--- src/logic/rpc_phy_pkg.sv ---
package rpc_phy_pkg;

  ////////////////////////////////////////
  // Bus geometry
  ////////////////////////////////////////

  // One internal SDR slot per clk_0_i cycle
  localparam int BUS_W = 32;
  // DRAM DB pins, half a slot per clock edge
  localparam int DB_W = 16;
  // Default DMA word, eight slots
  localparam int WORD_W_DEF = 256;
  // Burst write mask, sent as two slots
  localparam int MASK_W = 64;

  ////////////////////////////////////////
  // Command encoding
  ////////////////////////////////////////

  // Opcodes in the top two command bits
  localparam logic [1:0] OP_WRITE = 2'b01;
  localparam logic [1:0] OP_READ  = 2'b10;

  // Command fields as they sit on the bus
  typedef struct packed {
    logic [1:0]  op;
    // Burst length in words minus one
    logic [3:0]  words_m1;
    // Passed to the DRAM as is
    logic [25:0] addr;
  } rpc_cmd_t;

  // One bus slot, seen as raw bits or as a command
  typedef union packed {
    logic [BUS_W-1:0] raw;
    rpc_cmd_t         cmd;
  } rpc_slot_u;

  // What the write path puts on db_o
  typedef enum logic [1:0] {
    TYPE_CMD  = 2'b00,
    TYPE_DATA = 2'b01,
    TYPE_MASK = 2'b10
  } rpc_type_e;

endpackage

--- src/logic/rpc_phy_ctrl.sv ---
`timescale 1ns/100ps

module rpc_phy_ctrl #(
  parameter int WORD_W = rpc_phy_pkg::WORD_W_DEF
) (
  input  logic                   clk_0_i,
  input  logic                   rst_ni,
  input  rpc_phy_pkg::rpc_slot_u cmd_i,
  input  logic                   cmd_valid_i,
  output logic                   cmd_ready_o,
  input  logic                   word_done_i,
  output logic                   cmd_load_o,
  output logic                   data_ready_o,
  output logic                   mask_sel_o,
  output rpc_phy_pkg::rpc_type_e type_sel_o,
  output logic [2:0]             slot_sel_o,
  output logic                   rd_active_o,
  output logic                   rd_last_word_o,
  output logic                   cs_no,
  output logic                   stb_o,
  output logic                   db_oe_o
);

  // Slots per word, at most eight with a 3-bit select
  localparam int SLOTS = WORD_W / rpc_phy_pkg::BUS_W;
  localparam logic [2:0] SLOT_LAST = 3'(SLOTS - 1);

  // FSM encoding
  localparam logic [2:0] ST_IDLE    = 3'd0;
  localparam logic [2:0] ST_CMD     = 3'd1;
  localparam logic [2:0] ST_MASK    = 3'd2;
  localparam logic [2:0] ST_WR_DATA = 3'd3;
  localparam logic [2:0] ST_RD_WAIT = 3'd4;

  logic [2:0] state_q, state_d;
  logic [1:0] op_q, op_d;
  // Words still to go after the current one
  logic [3:0] cnt_q, cnt_d;
  logic [2:0] slot_q, slot_d;
  logic       mask_q, mask_d;
  // Final read word seen, valid goes out this cycle
  logic       rd_fin_q, rd_fin_d;
  logic       accept;
  logic       slot_wrap;

  assign cmd_ready_o = (state_q == ST_IDLE);
  assign accept      = cmd_valid_i & cmd_ready_o;
  assign cmd_load_o  = accept;
  assign slot_wrap   = (slot_q == SLOT_LAST);

  ////////////////////////////////////////
  // Next state
  ////////////////////////////////////////

  always_comb begin
    state_d  = state_q;
    op_d     = op_q;
    cnt_d    = cnt_q;
    slot_d   = slot_q;
    mask_d   = mask_q;
    rd_fin_d = rd_fin_q;
    case (state_q)
      ST_IDLE: begin
        // Latch opcode and length from the command view
        if (accept) begin
          op_d     = cmd_i.cmd.op;
          cnt_d    = cmd_i.cmd.words_m1;
          slot_d   = '0;
          mask_d   = 1'b0;
          rd_fin_d = 1'b0;
          state_d  = ST_CMD;
        end
      end
      ST_CMD: begin
        if (op_q == rpc_phy_pkg::OP_WRITE) begin
          state_d = ST_MASK;
        end else if (op_q == rpc_phy_pkg::OP_READ) begin
          state_d = ST_RD_WAIT;
        end else begin
          // Other opcodes carry no data phase
          state_d = ST_IDLE;
        end
      end
      ST_MASK: begin
        // Two mask slots, low half of the mask first
        mask_d = ~mask_q;
        if (mask_q) begin
          state_d = ST_WR_DATA;
        end
      end
      ST_WR_DATA: begin
        slot_d = slot_wrap ? 3'd0 : slot_q + 3'd1;
        if (slot_wrap) begin
          if (cnt_q == 4'd0) begin
            state_d = ST_IDLE;
          end else begin
            cnt_d = cnt_q - 4'd1;
          end
        end
      end
      ST_RD_WAIT: begin
        // Hold one extra cycle so ready follows the last valid
        if (rd_fin_q) begin
          state_d = ST_IDLE;
        end else if (word_done_i) begin
          if (cnt_q == 4'd0) begin
            rd_fin_d = 1'b1;
          end else begin
            cnt_d = cnt_q - 4'd1;
          end
        end
      end
      default: begin
        state_d = ST_IDLE;
      end
    endcase
  end

  always_ff @(posedge clk_0_i or negedge rst_ni) begin
    if (!rst_ni) begin
      state_q  <= ST_IDLE;
      op_q     <= 2'b00;
      cnt_q    <= 4'd0;
      slot_q   <= 3'd0;
      mask_q   <= 1'b0;
      rd_fin_q <= 1'b0;
    end else begin
      state_q  <= state_d;
      op_q     <= op_d;
      cnt_q    <= cnt_d;
      slot_q   <= slot_d;
      mask_q   <= mask_d;
      rd_fin_q <= rd_fin_d;
    end
  end

  ////////////////////////////////////////
  // Pin and datapath control
  ////////////////////////////////////////

  // Chip select spans the whole burst
  assign cs_no   = (state_q == ST_IDLE);
  assign stb_o   = (state_q == ST_CMD);
  assign db_oe_o = (state_q == ST_CMD) || (state_q == ST_MASK) || (state_q == ST_WR_DATA);

  // Next word requested one cycle ahead of its first slot
  assign data_ready_o = ((state_q == ST_MASK) && !mask_q) ||
                        ((state_q == ST_WR_DATA) && slot_wrap && (cnt_q != 4'd0));

  always_comb begin
    case (state_q)
      ST_MASK:    type_sel_o = rpc_phy_pkg::TYPE_MASK;
      ST_WR_DATA: type_sel_o = rpc_phy_pkg::TYPE_DATA;
      default:    type_sel_o = rpc_phy_pkg::TYPE_CMD;
    endcase
  end

  assign slot_sel_o     = slot_q;
  assign mask_sel_o     = mask_q;
  assign rd_active_o    = (state_q == ST_RD_WAIT) && !rd_fin_q;
  assign rd_last_word_o = (state_q == ST_RD_WAIT) && (cnt_q == 4'd0);

endmodule

--- src/logic/rpc_wr_path.sv ---
`timescale 1ns/100ps

module rpc_wr_path #(
  parameter int WORD_W = rpc_phy_pkg::WORD_W_DEF
) (
  input  logic                           clk_0_i,
  input  logic                           rst_ni,
  input  rpc_phy_pkg::rpc_slot_u         cmd_i,
  input  logic [rpc_phy_pkg::MASK_W-1:0] mask_i,
  input  logic [WORD_W-1:0]              data_i,
  input  logic                           cmd_load_i,
  input  logic                           word_load_i,
  input  rpc_phy_pkg::rpc_type_e         type_sel_i,
  input  logic [2:0]                     slot_sel_i,
  input  logic                           mask_sel_i,
  output logic [rpc_phy_pkg::BUS_W-1:0]  db_o
);

  localparam int BW = rpc_phy_pkg::BUS_W;
  localparam int HW = rpc_phy_pkg::DB_W;

  rpc_phy_pkg::rpc_slot_u         cmd_q;
  logic [rpc_phy_pkg::MASK_W-1:0] mask_q;
  logic [WORD_W-1:0]              word_q;
  logic [BW-1:0]                  mask_slot;
  logic [BW-1:0]                  data_slot;

  ////////////////////////////////////////
  // Holding registers
  ////////////////////////////////////////

  // Command shown on the bus in the cycle after acceptance
  always_ff @(posedge clk_0_i or negedge rst_ni) begin
    if (!rst_ni) begin
      cmd_q <= '0;
    end else if (cmd_load_i) begin
      cmd_q <= cmd_i;
    end
  end

  // Mask sampled together with the command
  always_ff @(posedge clk_0_i) begin
    if (cmd_load_i) begin
      mask_q <= mask_i;
    end
  end

  // Pipeline stage between the DMA side and the slot mux
  always_ff @(posedge clk_0_i) begin
    if (word_load_i) begin
      word_q <= data_i;
    end
  end

  ////////////////////////////////////////
  // Slot forming
  ////////////////////////////////////////

  always_comb begin
    // Lower-numbered bits go out on the rising edge half
    if (mask_sel_i) begin
      mask_slot = {mask_q[32 +: HW], mask_q[48 +: HW]};
    end else begin
      mask_slot = {mask_q[0 +: HW], mask_q[16 +: HW]};
    end
    data_slot = {word_q[int'(slot_sel_i) * BW +: HW],
                 word_q[int'(slot_sel_i) * BW + HW +: HW]};
  end

  // Bus type multiplexer
  always_comb begin
    case (type_sel_i)
      rpc_phy_pkg::TYPE_MASK: db_o = mask_slot;
      rpc_phy_pkg::TYPE_DATA: db_o = data_slot;
      default:                db_o = cmd_q.raw;
    endcase
  end

endmodule

--- src/logic/rpc_rd_path.sv ---
`timescale 1ns/100ps

module rpc_rd_path #(
  parameter int WORD_W = rpc_phy_pkg::WORD_W_DEF
) (
  input  logic                          clk_0_i,
  input  logic                          rst_ni,
  input  logic [rpc_phy_pkg::BUS_W-1:0] db_i,
  input  logic                          rd_valid_i,
  input  logic                          rd_active_i,
  input  logic                          rd_last_word_i,
  output logic                          word_done_o,
  output logic [WORD_W-1:0]             data_o,
  output logic                          data_valid_o,
  output logic                          data_last_o
);

  localparam int BW = rpc_phy_pkg::BUS_W;
  localparam int SLOTS = WORD_W / BW;
  localparam logic [2:0] SLOT_LAST = 3'(SLOTS - 1);

  logic [2:0]        slot_q;
  logic [WORD_W-1:0] asm_q, asm_d;
  logic [WORD_W-1:0] data_q;
  logic              valid_q;
  logic              last_q;
  logic              take;

  // Slots outside the read phase are dropped
  assign take        = rd_valid_i & rd_active_i;
  assign word_done_o = take && (slot_q == SLOT_LAST);

  ////////////////////////////////////////
  // Slot de-multiplexer
  ////////////////////////////////////////

  // First slot of a word lands in the lowest bits
  always_comb begin
    asm_d = asm_q;
    if (take) begin
      asm_d[int'(slot_q) * BW +: BW] = db_i;
    end
  end

  always_ff @(posedge clk_0_i or negedge rst_ni) begin
    if (!rst_ni) begin
      slot_q <= 3'd0;
    end else if (take) begin
      slot_q <= (slot_q == SLOT_LAST) ? 3'd0 : slot_q + 3'd1;
    end
  end

  always_ff @(posedge clk_0_i) begin
    asm_q <= asm_d;
  end

  ////////////////////////////////////////
  // DMA output register
  ////////////////////////////////////////

  // Holds the finished word while the next one assembles
  always_ff @(posedge clk_0_i) begin
    if (word_done_o) begin
      data_q <= asm_d;
    end
  end

  always_ff @(posedge clk_0_i or negedge rst_ni) begin
    if (!rst_ni) begin
      valid_q <= 1'b0;
      last_q  <= 1'b0;
    end else begin
      valid_q <= word_done_o;
      last_q  <= word_done_o & rd_last_word_i;
    end
  end

  assign data_o       = data_q;
  assign data_valid_o = valid_q;
  assign data_last_o  = last_q;

endmodule

--- src/logic/rpc_phy_top.sv ---
`timescale 1ns/100ps

module rpc_phy_top #(
  parameter int WORD_W = rpc_phy_pkg::WORD_W_DEF
) (
  input  logic                          clk_0_i,
  input  logic                          rst_ni,
  // Command handshake
  input  rpc_phy_pkg::rpc_slot_u        cmd_i,
  input  logic                          cmd_valid_i,
  output logic                          cmd_ready_o,
  // Write data, pulled one word per data_ready_o
  input  logic [WORD_W-1:0]             data_i,
  input  logic [rpc_phy_pkg::MASK_W-1:0] mask_i,
  output logic                          data_ready_o,
  // Read slots returned by the DRAM
  input  logic [rpc_phy_pkg::BUS_W-1:0] db_i,
  input  logic                          rd_valid_i,
  // Read words toward the DMA
  output logic [WORD_W-1:0]             data_o,
  output logic                          data_valid_o,
  output logic                          data_last_o,
  // DRAM pins
  output logic                          cs_no,
  output logic                          stb_o,
  output logic                          db_oe_o,
  output logic [rpc_phy_pkg::BUS_W-1:0] db_o
);

  // Controller to write path
  logic                   cmd_load;
  logic                   mask_sel;
  logic [2:0]             slot_sel;
  rpc_phy_pkg::rpc_type_e type_sel;

  // Controller and read path
  logic word_done;
  logic rd_active;
  logic rd_last_word;

  ////////////////////////////////////////
  // Sequencer
  ////////////////////////////////////////

  rpc_phy_ctrl #(
    .WORD_W (WORD_W)
  ) u_ctrl (
    .clk_0_i        (clk_0_i),
    .rst_ni         (rst_ni),
    .cmd_i          (cmd_i),
    .cmd_valid_i    (cmd_valid_i),
    .cmd_ready_o    (cmd_ready_o),
    .word_done_i    (word_done),
    .cmd_load_o     (cmd_load),
    .data_ready_o   (data_ready_o),
    .mask_sel_o     (mask_sel),
    .type_sel_o     (type_sel),
    .slot_sel_o     (slot_sel),
    .rd_active_o    (rd_active),
    .rd_last_word_o (rd_last_word),
    .cs_no          (cs_no),
    .stb_o          (stb_o),
    .db_oe_o        (db_oe_o)
  );

  // Word register loads on the same pulse the source sees as ready
  rpc_wr_path #(
    .WORD_W (WORD_W)
  ) u_wr_path (
    .clk_0_i     (clk_0_i),
    .rst_ni      (rst_ni),
    .cmd_i       (cmd_i),
    .mask_i      (mask_i),
    .data_i      (data_i),
    .cmd_load_i  (cmd_load),
    .word_load_i (data_ready_o),
    .type_sel_i  (type_sel),
    .slot_sel_i  (slot_sel),
    .mask_sel_i  (mask_sel),
    .db_o        (db_o)
  );

  rpc_rd_path #(
    .WORD_W (WORD_W)
  ) u_rd_path (
    .clk_0_i        (clk_0_i),
    .rst_ni         (rst_ni),
    .db_i           (db_i),
    .rd_valid_i     (rd_valid_i),
    .rd_active_i    (rd_active),
    .rd_last_word_i (rd_last_word),
    .word_done_o    (word_done),
    .data_o         (data_o),
    .data_valid_o   (data_valid_o),
    .data_last_o    (data_last_o)
  );

endmodule

--- config.mk ---
export PLATFORM = sky130hd
export DESIGN_NAME = rpc_phy_top
export DESIGN_NICKNAME = d
export VERILOG_FILES = /design/src/logic/rpc_phy_pkg.sv /design/src/logic/rpc_phy_ctrl.sv /design/src/logic/rpc_wr_path.sv /design/src/logic/rpc_rd_path.sv /design/src/logic/rpc_phy_top.sv
export SDC_FILE = /design/constraint.sdc
export NUM_CORES = 1
export LEC_CHECK = 0
export BUFFER_PORTS_ARGS = -buffer_cell sky130_fd_sc_hd__buf_2
export CAP_MARGIN = 20
export CELL_PAD_IN_SITES_DETAIL_PLACEMENT = 1
export CELL_PAD_IN_SITES_GLOBAL_PLACEMENT = 2
export CORE_ASPECT_RATIO = 0.8
export CORE_UTILIZATION = 37
export DETAILED_ROUTE_END_ITERATION = 6
export PLACE_DENSITY_LB_ADDON = 0.2
export SYNTH_ARGS = -nofsm -noshare
export SYNTH_HDL_FRONTEND = slang
export SYNTH_HIERARCHICAL = 1
export SYNTH_SLANG_ARGS = --single-unit
--- constraint.sdc ---
create_clock -name clk_0_i -period 31.6 [get_ports clk_0_i]
set_clock_uncertainty 0.05 [all_clocks]
set_input_delay 3.16 -clock clk_0_i [delete_from_list [all_inputs] [get_ports clk_0_i]]
set_output_delay 3.16 -clock clk_0_i [all_outputs]
set_load 0.005 [all_outputs]
==> results.ini, run 1 <==
[status]
run_status = complete, no violations

[final_layout]
design.final.nets = 2966
finalCoreUtilization_pct = 46.1
fin_area_um2 = 39600
drive_above_1_share_pct = 43.9
area_added_between_synthesis_and_finish_pct = 23.1

[global_routing]
grt_pass1_wl_mm = 138
gr-usage-all-layers_pct = 21.5
antenna_violations_before_repair = 28
global_route.overflow_total = 0
via_count_of_the_first_global_routing_pass = 20083
grt_max_degree = 189

[timing]
timing.final.crit_share_pct = 23.2
timing_worst_slew_pin_value_ns = 1.20
setup-tns-final_ns = 0
setup-violations-final = 0
slew-limit-headroom_pct = 20.0
grt_setup_unrepaired = false
max_freq_mhz = 137
timing.final.max_slew_violations = 0
hold_viol = 0
period_minus_slack_ns = 7.32

[synth]
synth_area_per_cell_um2 = 17.3
synth_cell_types = 45
yosysTopAreaCellShare_pct = 53.8
seq_area_frac_synth_pct = 73.7
mappedNetlistNets = 2262
count_of_flip_flops_with_a_built_in_enable_after_synthesis = 576
ys_async_sr_fraction_pct = 5.78
synth.cell_area_um2 = 32200
top_cells_by_area_in_the_synthesized_netlist = sky130_fd_sc_hd__edfxtp_1 54%, sky130_fd_sc_hd__dfxtp_1 16%, sky130_fd_sc_hd__mux2_2 7.9%, sky130_fd_sc_hd__mux2i_1 6.0%, sky130_fd_sc_hd__dfrtp_1 4.0%
yosys_reg_bits = 883
synth_top_cells_by_count = 576 x sky130_fd_sc_hd__edfxtp_1, 256 x sky130_fd_sc_hd__dfxtp_1, 225 x sky130_fd_sc_hd__mux2_2
synth_top_flop_cell = sky130_fd_sc_hd__edfxtp_1
yosysMostFrequentCell = sky130_fd_sc_hd__edfxtp_1
yosys_warnings = 6
yosysTopAreaCell = sky130_fd_sc_hd__edfxtp_1
synth_cells = 1861

[cts]
cts_resized = 0
holdBufCountCts = 0
cts_root_buffer = sky130_fd_sc_hd__clkbuf_16
clock_path_buffers = 3
cts_setup_buffers = 0
worstSkewPairLatency_ns = 0.66
tritoncts_clock_tree = done
clkSinkCount = 883
cts-buffers-inserted = 91
cts_max_level = 3
clkSlewWorstSetupHoldPaths_ns = 0.06

[power]
power.ir.vdd_worst_mv = 0.0546
switching_power_mw = 1.00
power_frac_comb_pct = 22.7
power_density_nw_per_um2 = 84.2
power.static_leakage_nw = 15.8
share_seq_of_total_power_pct = 44.8
pwr-share-clk_pct = 32.5
netSwitchingFraction_pct = 30.1
internal_power_mw = 2.33

[place]
port-buffer-count = 682
post_dp_area_um2 = 36500
finalWeightedCongestion = 0.833
detailedPlacementHpwl_mm = 67.4

[setup_path]
critical_path.max_fanout = 53
critical_path.top_delay_family = buffers and inverters
critPathKind = reg2out
cp_common_cell = sky130_fd_sc_hd__buf_4
worstPathRequired_ns = 28.39
timing.critical_path.buf_inv = 3
worst_path_slowest_cell = sky130_fd_sc_hd__buf_4
data_arrival_time_of_the_worst_path_ns = 4.11
critical_path.cell_chain = buf_4 > buf_4 > mux2i_1 > a22oi_1 > nand2_1 > o221ai_2 > buf_2
timing.critical_path.from_type = flip-flop
critPathCaptureType = primary output
critical_path.max_stage_delay_ns = 0.81

[drt]
drt-pass1-iter-count = 5
routedWlPerCell_um = 25.3
remaining_drc_errors = 0
vias_per_cell = 4.89
drt_wl_total_mm = 96.1
drt_initial_violations = 996
ant_nets = 0
routed-via-count = 18549

[worst_hold_path]
worstHoldPathType = reg2reg

[floorplan]
chipWidth_um = 332
initial_core_util_pct = 37.5
num_rows = 96
floorplan.core_area_um2 = 85900
die_y_um = 266
dieArea_um2 = 88100
io_pins = 683

[run]
timing.max_cap.violations = 0

-- state kept, by name, indices dropped and copies added (netlist names) --
name / cells
u_rd_path/asm_q: 256
u_rd_path/data_o: 256
u_wr_path/word_q: 256
u_wr_path/mask_q: 64
u_wr_path/cmd_q: 32
u_ctrl/cnt_q: 4
u_ctrl/slot_sel_o: 3
u_ctrl/state_q: 3
u_rd_path/slot_q: 3
u_ctrl/op_q: 2
u_ctrl/mask_sel_o: 1
u_ctrl/rd_fin_q: 1
u_rd_path/data_last_o: 1
u_rd_path/data_valid_o: 1
-- per-layer routing --
| metal | global-route usage, % | vias up | wire length [µm] |
|---|---|---|---|
| met4 | 7.45 | 8 | 2640 |
| met1 | 25.4 | 9518 | 38700 |
| met5 | 0 | - | 48 |
| met2 | 37.6 | 480 | 49300 |
| met3 | 5.77 | 154 | 5480 |
| li1 | - | 8389 | - |
-- power groups by stage --
| stage | registers, mW | clock network, mW | logic, mW |
|---|---|---|---|
| floorplan | 1.53 | 0 | 0.503 |
| global placement | 1.51 | 0 | 0.739 |
| detailed placement | 1.52 | 0 | 0.764 |
| CTS | 1.49 | 1.12 | 0.768 |
| global route | 1.51 | 1.16 | 0.820 |
| finish | 1.49 | 1.09 | 0.757 |
-- cell type report --
| cell class | instances | area, µm² |
|---|---|---|
| antenna | 22 | 55.1 |
| clock buffer | 124 | 2470 |
| clock inverter | 47 | 559 |
| fill | 8540 | 46300 |
| inverter | 38 | 143 |
| multi-input combinational | 842 | 7610 |
| sequential | 883 | 23700 |
| tap | 1127 | 1410 |
| timing repair buffer | 709 | 3650 |
-- kinds of logic (layout without fill, tap and decap cells) --
kind of cell / after synthesis / in the layout / synth area share, %
compound gates: 118 / 118 / 3.51
fa+ha+maj: 13 / 13 / 0.506
flops: 883 / 883 / 73.7
buf+inv: 136 / 918 / 2.90
other cells: 0 / 22 / 0
simple gates: 256 / 256 / 3.88
mux: 455 / 455 / 15.5
-- placed cells by master, fill, tap and decap left out, types with 6 or more instances in the layout --
cell type                   Yosys  routed
sky130_fd_sc_hd__o221ai_2      32      32
sky130_fd_sc_hd__ha_1          13      12
sky130_fd_sc_hd__mux2_1         6       6
sky130_fd_sc_hd__mux2i_1      194     194
sky130_fd_sc_hd__nor2_1        78      76
sky130_fd_sc_hd__and2_1        24      23
sky130_fd_sc_hd__edfxtp_1     576     576
sky130_fd_sc_hd__nand2b_1      27      25
sky130_fd_sc_hd__and3_2         0       6
sky130_fd_sc_hd__dfrtp_1       51      49
sky130_fd_sc_hd__clkbuf_16      0      91
sky130_fd_sc_hd__dfxtp_1      256     256
sky130_fd_sc_hd__mux2_4        30      30
sky130_fd_sc_hd__buf_4          3      24
sky130_fd_sc_hd__diode_2        0      22
sky130_fd_sc_hd__clkinv_1       0       9
sky130_fd_sc_hd__nor3_1         7       6
sky130_fd_sc_hd__mux2_2       225     225
sky130_fd_sc_hd__inv_1         38      38
sky130_fd_sc_hd__bufinv_16      0       8
sky130_fd_sc_hd__and3_1        19      12
sky130_fd_sc_hd__nand2_1       81      81
sky130_fd_sc_hd__clkbuf_1      30      26
sky130_fd_sc_hd__buf_2         28     681
sky130_fd_sc_hd__a22oi_1       64      64
sky130_fd_sc_hd__clkbuf_8       0       7
sky130_fd_sc_hd__clkinv_2       0      19
-- path summary, 6_finish.rpt --
check / start / end / slack, ns / cells past startpoint
min in group asynchronous: rst_ni / u_wr_path/cmd_q[11] / 2.55 / 1
hold / removal: u_rd_path/asm_q[138] / u_rd_path/asm_q[138] / 0.41 / 2
hold reg to reg: u_rd_path/asm_q[138] / u_rd_path/asm_q[138] / 0.41 / 2
setup reg to reg: u_ctrl/slot_sel_o[0] / u_wr_path/word_q[170] / 26.79 / 8
setup / recovery: u_ctrl/slot_sel_o[0] / db_o[22] / 24.28 / 7
max in group asynchronous: rst_ni / u_ctrl/slot_sel_o[0] / 28.26 / 1
-- stage by stage --
step	worst slack, ns	hold slack (ns)	power [mW]	instances
final	24.28	0.412	3.34	3792
after global routing	24.05	0.429	3.49	3785
after CTS	24.24	0.414	3.38	3768
after detailed placement	24.96	0.399	2.28	3597
after global placement	25.05	0.392	2.25	3596
after floorplan	16.67	0.379	2.03	1861
-- worst min-delay path: cells and delay by family (launching register included) --
kind,cells,cell delay [ns]
multiplexers,1,0.07
flip-flops,1,0.30
buffers and inverters,1,0.04
Note: power is estimated with default switching activity, not from simulation.
==> inputs of run 2 (changes only) <==
clock period = 7 ns   (was 31.6 ns; I/O delays follow)
==> run 2 against run 1 <==
  * Sequential cell count unchanged
  * Power increased to 4.6 times the previous value
  * Utilization increased by 0.29 points
  * Worst hold slack got worse by 0.32 ns
  * Clock power increased to 4.7 times the previous value
  * Non-clock buffer count increased by 2
  * Sequential share of layout area decreased by 0.38 points
==> results.ini, run 2 (synthesis results as in run 1) <==
[timing]
setup-tns-final_ns = 0  ; unchanged
slew-limit-headroom_pct = 25.7  ; was 20.0%
max_freq_mhz = 212
grt_setup_unrepaired = false  ; unchanged
setup-violations-final = 0  ; unchanged
timing.final.crit_share_pct = 67.4
timing_worst_slew_pin_value_ns = 1.11  ; was 1.20 ns
timing.final.max_slew_violations = 0  ; unchanged
hold_ws_ns = 0.0878  ; was 0.412 ns
period_minus_slack_ns = 4.72
hold_viol = 0  ; unchanged

[cts]
cts_resized = 0  ; unchanged
holdBufCountCts = 0  ; unchanged
cts_max_level = 3  ; unchanged
cts_setup_buffers = 0  ; unchanged
cts-buffers-inserted = 92  ; was 91
clock_path_buffers = 3  ; unchanged
clkSinkCount = 883  ; unchanged
worstSkewPairLatency_ns = 0.66  ; about the same
clkSlewWorstSetupHoldPaths_ns = 0.06  ; about the same
cts_root_buffer = sky130_fd_sc_hd__clkbuf_16  ; unchanged
tritoncts_clock_tree = done  ; unchanged

[final_layout]
layout.cells.most_common = sky130_fd_sc_hd__buf_2  ; unchanged
drive_above_1_share_pct = 44.2  ; was 43.9%
area_added_between_synthesis_and_finish_pct = 23.9  ; was 23.1%
final_cell_mix = 681 x sky130_fd_sc_hd__buf_2, 576 x sky130_fd_sc_hd__edfxtp_1, 256 x sky130_fd_sc_hd__dfxtp_1  ; unchanged
final_cells = 3811  ; was 3792
design.final.nets = 2969  ; was 2966
finalCoreUtilization_pct = 46.4  ; was 46.1%

[power]
share_seq_of_total_power_pct = 44.2  ; was 44.8%
internal_power_mw = 10.7  ; was 2.33 mW
total_power_mw = 15.3  ; was 3.34 mW
switching_power_mw = 4.54  ; was 1.00 mW
power.ir.vdd_worst_mv = 0.232  ; was 0.0546 mV
power_frac_comb_pct = 22.1  ; was 22.7%
netSwitchingFraction_pct = 29.7  ; was 30.1%
power.static_leakage_nw = 15.9  ; was 15.8 nW
pwr-share-clk_pct = 33.8  ; was 32.5%
power_density_nw_per_um2 = 383  ; was 84.2 nW/µm²

[drt]
remaining_drc_errors = 0  ; unchanged
drt_wl_total_mm = 96.2  ; was 96.1 mm
drt_initial_violations = 1044  ; was 996
met2RoutedLength_mm = 48.7  ; was 49.3 mm
routedWlPerCell_um = 25.2  ; was 25.3 µm
drt-pass1-iter-count = 5  ; unchanged
routed-wl-met3_mm = 5.30  ; was 5.48 mm
ant_nets = 0  ; unchanged
routed-via-count = 18693  ; was 18549
highest_metal_layer_with_signal_wires = met5  ; unchanged
met1Wirelength_mm = 39.1  ; was 38.7 mm
vias_per_cell = 4.91  ; was 4.89

[setup_path]
critPathCaptureType = primary output  ; unchanged
worstPathRequired_ns = 6.25  ; was 28.39 ns
critical_path.max_fanout = 34  ; was 53
timing.critical_path.from_type = flip-flop  ; unchanged
data_arrival_time_of_the_worst_path_ns = 3.97  ; was 4.11 ns
critPathKind = reg2out  ; unchanged

[global_routing]
grt_max_degree = 154  ; was 189
via_count_of_the_first_global_routing_pass = 20131  ; was 20083
gr-usage-all-layers_pct = 21.4  ; was 21.5%
grt_pass1_wl_mm = 138  ; about the same
antenna_violations_before_repair = 52  ; was 28
global_route.overflow_total = 0  ; unchanged

[floorplan]
floorplan.core_area_um2 = 85900  ; unchanged
die_y_um = 266  ; unchanged
dieArea_um2 = 88100  ; unchanged
chipWidth_um = 332  ; unchanged
num_rows = 96  ; unchanged
io_pins = 683  ; unchanged
initial_core_util_pct = 37.5  ; unchanged

[worst_hold_path]
worstHoldPathType = in2async  ; was reg2reg

[place]
port-buffer-count = 682  ; unchanged
post-place-cells = 3599  ; was 3597
finalWeightedCongestion = 0.872  ; was 0.833
detailedPlacementHpwl_mm = 67.5  ; was 67.4 mm

[status]
run_status = complete, no violations  ; unchanged

[run]
timing.max_cap.violations = 0  ; unchanged

## run 2: cell count changes in the layout (fill, tap and decap cells not counted), sizes merged
cell,before,now
diode,22,37
bufinv,8,13
clkinv,32,28
inv,44,40
clkbuf,124,127
buf,709,711
clkinvlp,1,3
## run 2: worst max-delay path, stage by stage (launching register included)
cell	delay, ns
sky130_fd_sc_hd__dfrtp_1	0.53
sky130_fd_sc_hd__and3b_1	0.48
sky130_fd_sc_hd__inv_1	0.09
sky130_fd_sc_hd__ha_2	0.92
sky130_fd_sc_hd__nand2b_2	0.25
sky130_fd_sc_hd__buf_4	0.57
sky130_fd_sc_hd__o221ai_2	0.21
sky130_fd_sc_hd__buf_2	0.17
## run 2: stage by stage
step	cell area [µm²]	setup slack (ns)
3_5_place_dp	36500	2.96
5_1_grt	39800	2.04
6_report	39900	2.28
2_1_floorplan	32200	1.53
3_3_place_gp	36500	3.08
4_1_cts	39700	2.21
## run 2: final cells by class
type / instances / area, µm²
antenna: 37 / 92.6
sequential: 883 / 23700
fill: 8482 / 46000
multi-input combinational: 842 / 7610
clock buffer: 127 / 2530
timing repair buffer: 711 / 3690
inverter: 38 / 143
tap: 1127 / 1410
clock inverter: 46 / 676
## run 2: final timing paths
kind                                      start              endpoint  slack (ns)  depth (start not counted)
max                           u_ctrl/state_q[2]              db_o[23]        2.28                          7
min                                      rst_ni   u_wr_path/cmd_q[16]        0.09                          1
max reg2reg                 u_rd_path/slot_q[0]   u_rd_path/data_o[0]        2.92                          7
min reg2reg                u_rd_path/asm_q[138]  u_rd_path/asm_q[138]        0.41                          2
max in group asynchronous                rst_ni  u_ctrl/slot_sel_o[0]        6.15                          1
min in group clk_0_i                 data_i[37]  u_wr_path/word_q[37]        0.16                          1
## run 2: power groups by stage
stage	clock (mW)	sequential [mW]	combinational, mW
6_report	5.16	6.75	3.38
2_1_floorplan	0	6.75	2.28
3_3_place_gp	0	6.80	3.30
3_5_place_dp	0	6.85	3.40
4_1_cts	5.28	6.74	3.42
5_1_grt	5.45	6.81	3.68
## run 2: per-layer routing
metal  vias up  global-route usage (%)
li1       8404                       -
met1      9638                    25.7
met2       463                    35.7
met3       170                    5.86
met4        18                    10.3
met5         -                       0
